<file path="src/axil_pkg.sv">
// bus widths, vector typedefs, response codes and AXI4-Lite channel structs
package axil_pkg;

    // bus geometry
    localparam int axil_addr_w = 16;
    localparam int axil_data_w = 32;
    localparam int axil_strb_w = axil_data_w / 8;

    typedef logic [axil_addr_w-1:0] addr_t;
    typedef logic [axil_data_w-1:0] data_t;
    typedef logic [axil_strb_w-1:0] strb_t;
    typedef logic [1:0]             resp_t;

    // response codes, only the two used here
    localparam resp_t resp_okay   = 2'd0;
    localparam resp_t resp_decerr = 2'd3;

    // write address channel payload
    typedef struct packed {
        addr_t addr;
    } axil_aw_t;

    // write data channel payload
    typedef struct packed {
        data_t data;
        strb_t strb;
    } axil_w_t;

    // write response channel payload
    typedef struct packed {
        resp_t resp;
    } axil_b_t;

    // read address channel payload
    typedef struct packed {
        addr_t addr;
    } axil_ar_t;

    // read data channel payload
    typedef struct packed {
        data_t data;
        resp_t resp;
    } axil_r_t;

endpackage

</file>
<file path="src/axil_rd_decode.sv">
// read address decoder with DECERR responder and R channel merge
`timescale 1ns/1ps

module axil_rd_decode import axil_pkg::*; #(
    parameter int ram_addr_w = 12
) (
    input  logic     clk,
    input  logic     rst,
    input  axil_ar_t s_ar,
    input  logic     s_arvalid,
    output logic     s_arready,
    output axil_r_t  s_r,
    output logic     s_rvalid,
    input  logic     s_rready,
    output axil_ar_t m_ar,
    output logic     m_arvalid,
    input  logic     m_arready,
    input  axil_r_t  m_r,
    input  logic     m_rvalid,
    output logic     m_rready
);

    // zero data goes out with every decode error
    localparam axil_r_t r_decerr = '{data: '0, resp: resp_decerr};

    logic in_win;
    logic busy;
    logic err_ready;
    logic err_rvalid;
    logic err_req;
    logic req_xfer;
    logic r_xfer;

    assign in_win = (s_ar.addr >> ram_addr_w) == '0;

    assign m_ar      = s_ar;
    assign m_arvalid = s_arvalid && in_win && !busy;

    assign err_req = s_arvalid && !in_win && !busy && !err_ready;

    assign s_arready = m_arready || err_ready;

    assign s_rvalid = m_rvalid || err_rvalid;
    assign s_r      = err_rvalid ? r_decerr : m_r;
    assign m_rready = s_rready && !err_rvalid;

    assign req_xfer = s_arvalid && s_arready;
    assign r_xfer   = s_rvalid && s_rready;

    always_ff @(posedge clk) begin
        if (rst) begin
            busy       <= 1'b0;
            err_ready  <= 1'b0;
            err_rvalid <= 1'b0;
        end else begin
            err_ready <= err_req;

            if (err_req) begin
                err_rvalid <= 1'b1;
            end else if (s_rready) begin
                err_rvalid <= 1'b0;
            end

            // held through the RAM pipeline until the data is taken
            if (r_xfer) begin
                busy <= 1'b0;
            end else if (req_xfer) begin
                busy <= 1'b1;
            end
        end
    end

    // covers both the error register and the RAM output stages
    a_r_stable: assert property (@(posedge clk) disable iff (rst)
        s_rvalid && !s_rready |=> $stable(s_r));

endmodule

</file>
<file path="config.mk">
export PLATFORM = sky130hd
export DESIGN_NAME = axil_rd_decode
export DESIGN_NICKNAME = d
export VERILOG_FILES = /design/src/axil_pkg.sv /design/src/axil_rd_decode.sv
export SDC_FILE = /design/constraint.sdc
export NUM_CORES = 1
export LEC_CHECK = 0
export BUFFER_PORTS_ARGS = -buffer_cell sky130_fd_sc_hd__buf_2
export CORE_MARGIN = 2
export CORE_UTILIZATION = 23
export CTS_CLUSTER_SIZE = 12
export DETAILED_ROUTE_END_ITERATION = 7
export GPL_TIMING_DRIVEN = 0
export PLACE_DENSITY = 0.8
export SLEW_MARGIN = 30
export SYNTH_ARGS = -nofsm -noshare
export SYNTH_HDL_FRONTEND = slang
export SYNTH_SLANG_ARGS = --single-unit
</file>
<file path="constraint.sdc">
create_clock -name clk -period 1.2 [get_ports clk]
set_input_delay 0.12 -clock clk [delete_from_list [all_inputs] [get_ports clk]]
set_output_delay 0.12 -clock clk [all_outputs]
set_load 0.01 [all_outputs]
</file>
Yosys cells after proc, flatten, opt, wreduce, memory -nomap -nowiden
Index checks and enable logic that the tools add are counted.
Operators by class
  muxes and demuxes: 3
  reduce and logical (&&, ||, !) cells: 17
Operator list (number)
  $mux 34: 1
  $logic_not 16->1: 1
  $logic_and 1x1->1: 8
  $logic_not 1->1: 4
  $logic_or 1x1->1: 2
  $mux 1: 2
  $reduce_bool 2->1: 1
  $reduce_or 2->1: 1
Word-level totals
  bits in registers: 3
  input bits: 56
  output and inout bits: 54
  logic and storage cells: 23

Logic depth before layout (Yosys ltp)
  depth in word-level cells: 6
  gate-level depth with buffers: 2
  gate-level depth less buffers: 2

Least setup slack after synthesis
OpenSTA, ideal clock, no wires.
  kind: register -> output
  start point: register err_rvalid
  end point: output s_r[0] (netlist bit)
  arrival: 0.825 ns
  required time: 1.080 ns
  slack: 0.255 ns
  stages on the path, launching flop included: 3
  path buffers: 1
  path through: dfxtp_1 buf_2 or2_2
RTL lines
  start, declared: line axil_rd_decode.sv:29  | logic err_rvalid;
  start signal, assigned: line axil_rd_decode.sv:54  | err_rvalid <= 1'b0;
  start signal, assigned: line axil_rd_decode.sv:59  | err_rvalid <= 1'b1;
  start signal, assigned: line axil_rd_decode.sv:61  | err_rvalid <= 1'b0;
  end, declared: line axil_rd_decode.sv:12  | output axil_r_t s_r,

==> results_dict.tcl <==
set metrics [dict create \
    outcome "finished, violations left" \
    failing_checks "negative setup slack" \
    postPlaceCellArea_sq_um 1020 \
    buffer_ports.inserted 97 \
    pre_cts_slack_ns 0.0539 \
    slowest_stage "dfxtp_4" \
    power.share.switching_pct 34.6 \
    remaining_routing_drc_violations 0 \
    numClockSinks 3 \
    end_kind "primary output" \
    final_period_minus_worst_setup_slack_ns 1.21 \
    tritoncts "done" \
    netlist-cell-type-count 15 \
    start_kind "flip-flop" \
    synth_top_family_by_area "simple AND/OR/NAND/NOR gates" \
    worst_slack_setup_final_ns -0.0125 \
    cts_hold_bufs 0 \
    synth_fa_ha_area_share_pct 0 \
    path_cells "buf_6 -> buf_6 -> nor2b_1 -> buf_2" \
    yosys_register_bits 3 \
    fp.dieArea_sq_um 2570 \
    final_nets 228 \
    post-route-period-util_pct 101 \
    synthDominantCellAreaShare_pct 34.9 \
    synthXorXnorAreaFrac_pct 0 \
    crit_required_ns 1.08 \
    crit_top_cell "buf_6" \
    final_core_utilization_pct 56.2 \
    combPwrFrac_pct 61.8 \
    grt_pass1_wl_um 3350 \
    crit_fanout 6 \
    grt_setup_unrepaired "true" \
    syn-cell-area_sq_um 502 \
    arrival_ns 1.09 \
    worst_ir_drop_on_vdd_mv 0.602 \
    worst_clock_skew_ns 0.00447 \
    tightestPinTransition_ns 0.318 \
    clk_transition_reported_paths_ns 0.04 \
    finish_stage_setup_viols 2 \
    globalplace.congestion 0.732 \
    grt_remaining_overflow 0 \
    design.core.area_sq_um 2000 \
    cts_htree_levels 1 \
    grt_pass1_vias 785 \
    power_per_cell_area_nw_per_um2 679 \
    worst_skew_pair.late_latency_ns 0.23 \
    static-leakage-power_nw 0.677 \
    detail_route.first_pass.iterations 4 \
    finalWirelength_um 2190 \
    achievable-frequency_mhz 825 \
    initial_core_util_pct 25.1 \
    cts_root_buf "clkbuf_4" \
    syn_inst 68 \
    avgRoutedWirePerCell_um 11.1 \
    n_antenna_cell 0 \
    synth.net_count 124 \
    sequentialPowerShare_pct 15.4 \
    clock_power_share_pct 22.8 \
    cell_internal_pwr_mw 0.500 \
    yosys.area_share.simple_pct 54.6 \
    die_height_um 50.7 \
    pin_count 110 \
    dr_total_vias 802 \
    antenna_found_initial 0 \
    routed_via_density 4.05 \
    synth.yosys.seq_area_share_pct 12.0 \
    layout-drive-gt1-share_pct 74.9 \
    p_switching_mw 0.264 \
    hold_viol_final 0 \
    ys.warnings.count 0 \
    synth_top_cell_by_area "nor2b_1" \
    globalRouteTotalUtil_pct 16.7 \
    chipWidth_um 50.7 \
    dp_hpwl_um 1900 \
    avgSynthCellArea_sq_um 7.38 \
    netlist_top_cells_area "nor2b_1 (35%), buf_4 (24%), dfxtp_1 (12%), and2b_1 (7.5%), or2_2 (3.7%)" \
    drt_first_iter_violations 4 \
    maxSlewViolCount 0 \
    syn2layout_area_growth_pct 124 \
    cpPeakStageDelay_ns 0.36 \
    ant_nets 0 \
    synth.mux.area_fraction_pct 0 \
    complex_gate_fraction_of_the_synthesized_area_pct 5.74 \
    final_cell_area_sq_um 1120 \
    cts.path.max_buffers 2 \
    cap_viol_max_count 0 \
    hp-class "in -> reg" \
    num_rows 16 \
    crit_type "reg -> out" \
    grt_start_max_net_pins 15 \
    slew-limit-headroom_pct 78.7 \
    cts_made_buffers 3 \
]
-- cell type report --
type	instances	area [sq um]
buffer	18	136
clock buffer	4	26.3
fill	199	877
inverter	1	3.75
multi-input combinational	45	314
sequential	3	63.8
tap	27	33.8
timing repair buffer	100	547
-- worst max-delay path: cells and delay by family, from the launching register on --
family | cells | cell delay [ns]
flops | 1 | 0.36
simple gates | 1 | 0.11
buf+inv | 3 | 0.38
-- through the flow --
| stage | setup TNS [ns] | std cells | total power, mW | hold slack [ns] |
|---|---|---|---|---|
| 4_1_cts | -0.108 | 198 | 0.769 | 0.0950 |
| 3_5_place_dp | 0 | 192 | 0.548 | 0.336 |
| 6_report | -0.0190 | 198 | 0.764 | 0.0993 |
| 3_3_place_gp | 0 | 192 | 0.541 | 0.327 |
| 5_1_grt | -0.417 | 198 | 0.816 | 0.105 |
| 2_1_floorplan | 0 | 68 | 0.340 | 0.186 |
-- cells in the final DEF (no fill, tap or decap), drive strengths merged --
master,Yosys,routed
a221oi,1,1
and2b,5,5
and3,1,1
buf,19,118
clkbuf,0,4
dfxtp,3,3
inv,1,1
nand2b,1,1
nor2b,28,28
nor4,2,2
o21ai,1,1
o41ai,1,1
or2,4,4
or3b,1,1
-- worst paths after layout --
kind | startpoint | to | slack [ns] | depth (start not counted)
hold / removal | rst | busy | 0.1 | 2
setup reg to reg | err_rvalid | busy | 0.24 | 2
hold reg to reg | err_ready | err_ready | 0.46 | 1
setup / recovery | err_rvalid | s_r[24] | -0.01 | 4
-- cells in the mapped netlist --
cell type,count
buf_4,16
nand2b_1,1
or2_4,1
o41ai_1,1
and3_1,1
and2b_1,5
inv_1,1
dfxtp_1,3
a221oi_2,1
buf_2,3
or2_2,3
nor2b_1,28
nor4_1,2
o21ai_0,1
or3b_1,1
-- power groups by stage --
stage                     sequential (mW)  clock [mW]  combinational, mW
after floorplan                     0.116           0              0.225
after global placement              0.119           0              0.421
after detailed placement            0.120           0              0.429
after CTS                           0.118       0.183              0.468
after global routing                0.119       0.184              0.513
final                               0.118       0.174              0.473
-- flip-flops by register name, indices dropped and copies added (netlist names) --
register	count
err_rvalid	1
busy	1
err_ready	1
-- logic make-up after synthesis --
group,Yosys count
AOI/OAI and AO/OA,3
and+or+nand+nor,42
DFF,3
buffers and inverters,20
-- what timing repair did --
item | 4_1_cts | 5_1_grt
buffers inserted | 3 | 0
pin swaps | 0 | 1
resized for setup | 9 | 3
setup endpoints to repair | 35 | 17
-- routing by layer --
metal,global-route usage (%),vias to the layer above,share of wire (%)
li1,-,403,-
met1,15.2,354,32
met2,32.7,43,57
met3,5.06,2,10
met4,8.11,0,0.87
met5,0,-,0
Note: power is estimated with default switching activity, not from simulation.
