--- config.mk ---
export PLATFORM = sky130hd
export DESIGN_NAME = axil_wr_decode
export DESIGN_NICKNAME = d
export VERILOG_FILES = /design/src/axil_pkg.sv /design/src/axil_wr_decode.sv
export SDC_FILE = /design/constraint.sdc
export NUM_CORES = 1
export LEC_CHECK = 0
export ABC_AREA = 1
export BUFFER_PORTS_ARGS = -buffer_cell sky130_fd_sc_hd__clkbuf_2
export CAP_MARGIN = 20
export CORE_ASPECT_RATIO = 1.5
export CORE_MARGIN = 2
export CORE_UTILIZATION = 26
export CTS_BUF_LIST = sky130_fd_sc_hd__clkbuf_8
export DETAILED_ROUTE_END_ITERATION = 8
export PLACE_DENSITY_LB_ADDON = 0.08
export SYNTH_ARGS = -nofsm -noshare
export SYNTH_HDL_FRONTEND = slang
export SYNTH_SLANG_ARGS = --single-unit
--- constraint.sdc ---
create_clock -name clk -period 2.2 [get_ports clk]
set_clock_uncertainty 0.2 [all_clocks]
set_input_delay 0.44 -clock clk [delete_from_list [all_inputs] [get_ports clk]]
set_output_delay 0.44 -clock clk [all_outputs]
set_load 0.03 [all_outputs]
--- src/axil_pkg.sv ---
// bus widths, vector typedefs, response codes and AXI4-Lite channel structs
package axil_pkg;

    // bus geometry
    localparam int axil_addr_w = 16;
    localparam int axil_data_w = 32;
    localparam int axil_strb_w = axil_data_w / 8;

    typedef logic [axil_addr_w-1:0] addr_t;
    typedef logic [axil_data_w-1:0] data_t;
    typedef logic [axil_strb_w-1:0] strb_t;
    typedef logic [1:0]             resp_t;

    // response codes, only the two used here
    localparam resp_t resp_okay   = 2'd0;
    localparam resp_t resp_decerr = 2'd3;

    // write address channel payload
    typedef struct packed {
        addr_t addr;
    } axil_aw_t;

    // write data channel payload
    typedef struct packed {
        data_t data;
        strb_t strb;
    } axil_w_t;

    // write response channel payload
    typedef struct packed {
        resp_t resp;
    } axil_b_t;

    // read address channel payload
    typedef struct packed {
        addr_t addr;
    } axil_ar_t;

    // read data channel payload
    typedef struct packed {
        data_t data;
        resp_t resp;
    } axil_r_t;

endpackage

--- src/axil_wr_decode.sv ---
// write address decoder with DECERR responder and B channel merge
`timescale 1ns/1ps

module axil_wr_decode import axil_pkg::*; #(
    parameter int ram_addr_w = 12
) (
    input  logic     clk,
    input  logic     rst,
    input  axil_aw_t s_aw,
    input  logic     s_awvalid,
    output logic     s_awready,
    input  axil_w_t  s_w,
    input  logic     s_wvalid,
    output logic     s_wready,
    output axil_b_t  s_b,
    output logic     s_bvalid,
    input  logic     s_bready,
    output axil_aw_t m_aw,
    output logic     m_awvalid,
    input  logic     m_awready,
    output axil_w_t  m_w,
    output logic     m_wvalid,
    input  logic     m_wready,
    input  axil_b_t  m_b,
    input  logic     m_bvalid,
    output logic     m_bready
);

    localparam axil_b_t b_decerr = '{resp: resp_decerr};

    logic in_win;
    logic busy;
    logic err_ready;
    logic err_bvalid;
    logic err_req;
    logic req_xfer;
    logic b_xfer;

    // anything at or above 2**ram_addr_w falls outside the RAM window
    assign in_win = (s_aw.addr >> ram_addr_w) == '0;

    // RAM side sees the request only while no write is outstanding
    assign m_aw      = s_aw;
    assign m_w       = s_w;
    assign m_awvalid = s_awvalid && in_win && !busy;
    assign m_wvalid  = s_wvalid && in_win && !busy;

    // error responder takes both halves together, like the RAM does
    assign err_req = s_awvalid && s_wvalid && !in_win && !busy && !err_ready;

    assign s_awready = m_awready || err_ready;
    assign s_wready  = m_wready || err_ready;

    // response merge, at most one source is valid at a time
    assign s_bvalid = m_bvalid || err_bvalid;
    assign s_b      = err_bvalid ? b_decerr : m_b;
    assign m_bready = s_bready && !err_bvalid;

    assign req_xfer = s_awvalid && s_awready;
    assign b_xfer   = s_bvalid && s_bready;

    always_ff @(posedge clk) begin
        if (rst) begin
            busy       <= 1'b0;
            err_ready  <= 1'b0;
            err_bvalid <= 1'b0;
        end else begin
            // ready is a single cycle pulse
            err_ready <= err_req;

            if (err_req) begin
                err_bvalid <= 1'b1;
            end else if (s_bready) begin
                err_bvalid <= 1'b0;
            end

            // a response in the accept cycle finishes the transaction at once
            if (b_xfer) begin
                busy <= 1'b0;
            end else if (req_xfer) begin
                busy <= 1'b1;
            end
        end
    end

    // a B response only exists for a write that is accepted or outstanding
    a_no_idle_bvalid: assert property (@(posedge clk) disable iff (rst)
        s_bvalid |-> busy || req_xfer);

endmodule

### Yosys cells after proc, flatten, opt, wreduce, memory -nomap -nowiden

Index checks and enable logic that the tools add are counted.

* reductions and logical operators: 21
* multiplexer cells: 3

Operators with widths (count)
* $logic_not 16->1: 1
* $logic_and 1x1->1: 11
* $logic_not 1->1: 4
* $logic_or 1x1->1: 3
* $mux 1: 2
* $mux 2: 1
* $reduce_bool 2->1: 1
* $reduce_or 2->1: 1

* output and inout port bits: 60
* bits of input ports: 62
* bits in registers: 3
* word-level logic and storage cells: 27

### Depth between registers and ports, before layout

* depth in word-level cells: 6
* gate-level depth with buffers: 4
* mapped depth without buffers: 4

### Worst setup path after synthesis

No wires, ideal clock.

* kind: input-to-output
* start point: in s_aw[15] (netlist name)
* end point: out m_awvalid
* path slack: 0.300 ns
* required time: 1.560 ns
* stages: 3
* arrival time: 1.260 ns
* cell sequence: nor2_1 -> nand2_1 -> nor3_1

* word-level cells in the longest chain between the ends: 3

Ends and longest elaborated chain
* start, declared: line axil_wr_decode.sv:9 `input axil_aw_t s_aw,`
* $logic_not 16->1: line axil_wr_decode.sv:40 `assign in_win = (s_aw.addr >> ram_addr_w) == '0;`
* $logic_and 1x1->1 (2 in series): line axil_wr_decode.sv:45 `assign m_awvalid = s_awvalid && in_win && !busy;`
* end, declared: line axil_wr_decode.sv:19 `output logic m_awvalid,`

No other way between the ends.

### Worst setup path after layout

* start point: in s_aw[15] (netlist name)
* end point: out m_wvalid

* word-level cells in the longest chain between the ends: 3

Ends and longest elaborated chain
* $logic_not 16->1: line axil_wr_decode.sv:40
* $logic_and 1x1->1 (2 in series): line axil_wr_decode.sv:46 `assign m_wvalid = s_wvalid && in_win && !busy;`
* end, declared: line axil_wr_decode.sv:22 `output logic m_wvalid,`

No other way between the ends.

==> flow_metrics.py <==
metrics = {
    "timing": {
        "post-route-period-util_pct": 78.1,
        "finalSetupTns_ps": 0,
        "rsz0062_at_grt": "false",
        "min_period_ps": 1720,
        "relSlewSlack_pct": 87.7,
        "max_freq_mhz": 582,
        "maxSlewViolCount": 0,
        "setup_viol": 0,
        "hold_violations": 0,
        "whs_ps": 309,
        "tightest_slew_ps": 185,
    },
    "synthesis": {
        "synth.distinct_cells": 10,
        "synth.most_common_cell": "buf_4",
        "synthXorXnorAreaFrac_pct": 0,
        "synth-edff-count": 0,
        "synth_top_family_by_area": "buffers and inverters",
        "yosysWarningCount": 0,
        "synth_ff_type": "dfxtp_1",
        "synth_fp_nets": 145,
        "synth_top_area_share_pct": 68.3,
        "yosysTopAreaCell": "buf_4",
        "yosys_register_bits": 3,
        "synth-adder-area-share_pct": 0,
        "synthTopCellsByArea": "buf_4 (68%), dfxtp_1 (11%), nor2_1 (5.9%)",
        "muxShareOfSynthArea_pct": 0,
        "async_flop_share_pct": 0,
        "synth_cells": 83,
        "avgSynthCellArea_um2": 6.89,
        "yosys.area_share.simple_pct": 16.4,
        "synth_common_cells": "buf_4 (52), nor2_1 (9), inv_1 (6)",
        "yosysSeqAreaShare_pct": 10.5,
        "synth-compound-area-share_pct": 0.875,
        "synthesis.area_um2": 572,
    },
    "route": {
        "vias": 354,
        "drc": 0,
        "drt_iter0_drc": 5,
        "wl_per_cell_um": 11.8,
        "ant_nets": 0,
        "viasPerCell": 4.32,
        "first_pass_iters": 2,
        "drt-total-wl_um": 964,
    },
    "floorplanning": {
        "dieArea_um2": 2600,
        "start_util_pct": 27.9,
        "die_w_um": 42.3,
        "core_area_um2": 2050,
        "die-height_um": 61.4,
        "ios": 122,
        "rows": 20,
    },
    "finish": {
        "area_delta_synth_final_pct": -33.7,
        "nets": 123,
        "drive_gt1_share_pct": 50.0,
        "finalInstanceArea_um2": 379,
        "diodes": 0,
    },
    "clock_network": {
        "post_cts_buffers": 0,
        "cts_buffers": 3,
        "clock_latency_ps": 210,
        "cts_root_buf": "clkbuf_8",
        "clk_pin_slew_ps": 30,
        "cts_tree": "done",
        "cts_buffer_depth": 2,
        "ctsHoldBuffers": 0,
        "cts_resized": 0,
        "cts.htree.levels": 1,
        "cts_sinks": 3,
    },
    "placement": {
        "numPortBuffers": 25,
        "dp_hpwl_um": 802,
        "gp_congestion": 0.678,
        "place_area_um2": 334,
    },
    "global_routing": {
        "grt_antenna_before_repair": 0,
        "overflow": 0,
        "grt_usage_pct": 7.65,
        "grt_start_max_net_pins": 7,
        "grt_pass1_vias": 376,
        "grt_pass1_wl_mm": 1.43,
    },
    "power": {
        "vdd_drop_max_v": 0.000197,
        "p_leak_nw": 0.239,
        "power.density_nw_per_um2": 744,
    },
    "run_status": {
        "status": "finished, final reports clean",
    },
    "worst_setup_path": {
        "max_stage_delay_ps": 230,
        "crit_type": "input port to primary output",
        "cp-end-kind": "primary output",
        "cp_max_fo": 3,
        "critical_path_required_ps": 1560,
        "crit_top_cell": "clkbuf_2",
        "setup.worst_path.start_class": "input port",
        "cpMaxStageDelayCell": "clkbuf_2",
        "path_cells": "clkbuf_2 -> nor2_1 -> nand2_1 -> nor3_1 -> clkbuf_2",
        "cp.arrival_ps": 1080,
    },
    "job": {
        "cap_violations": 0,
    },
    "min_path": {
        "hold_path_class": "input port to flip-flop",
    },
}
## stage by stage
stage                     worst slack, ps  util [%]  total power [mW]  cells
after detailed placement              472      16.3             0.130     78
after global routing                  382      18.5             0.299     82
after floorplan                       300         -             0.271     83
after global placement                488      16.3             0.130     78
after CTS                             474      18.5             0.288     82
final                                 481      18.5             0.282     82
## registers in the layout (all words and copies together) (netlist names)
signal      flops
busy            1
err_bvalid      1
err_ready       1
## layer usage
metal / part of all wire (%) / global-route usage [%] / vias to the layer above
li1: - / - / 149
met1: 27 / 4.78 / 142
met2: 43 / 11.0 / 45
met3: 22 / 7.04 / 18
met4: 8.5 / 10.7 / 0
met5: 0 / 0 / -
## layout make-up
| type | count | area [um^2] |
|---|---|---|
| Sequential cell | 3 | 60.1 |
| Inverter | 6 | 22.5 |
| Timing Repair Buffer | 25 | 125 |
| Fill cell | 255 | 1670 |
| Tap cell | 22 | 27.5 |
| Clock buffer | 3 | 41.3 |
| Clock inverter | 1 | 3.75 |
| Multi-Input combinational cell | 22 | 98.8 |
## power by group
group / total [mW] / leakage [nW] / internal [mW] / switching, mW
clock network: 0.155 / 0.0269 / 0.119 / 0.0358
logic: 0.0663 / 0.188 / 0.0236 / 0.0427
registers: 0.0613 / 0.0246 / 0.0579 / 0.00335
total: 0.282 / 0.239 / 0.200 / 0.0818
## cells in the final DEF, fill, tap and decap left out, drive strengths merged
| cell | Yosys | layout |
|---|---|---|
| or2 | 4 | 4 |
| o21ai | 1 | 1 |
| clkbuf | 0 | 28 |
| dfxtp | 3 | 3 |
| nor3 | 2 | 2 |
| nand3 | 2 | 2 |
| nor2 | 9 | 9 |
| inv | 6 | 7 |
| nand2 | 4 | 4 |
## kinds of logic after synthesis
kind of cell | after synthesis
buf+inv | 58
flops | 3
compound gates | 1
simple gates | 21
## critical path, delay by kind of cell
kind          cells  cell delay [ps]
simple gates      3              320
buf+inv           2              320
## final timing paths
check	from	endpoint	slack, ps	cells after the start
max reg2reg	err_ready$_SDFF_PP0_	busy$_SDFFE_PP0P_	1260	4
min reg2reg	busy$_SDFFE_PP0P_	busy$_SDFFE_PP0P_	330	2
max	s_aw[15]	m_wvalid	480	5
min	m_bvalid	busy$_SDFFE_PP0P_	310	4
(Power assumes the default switching activity.)
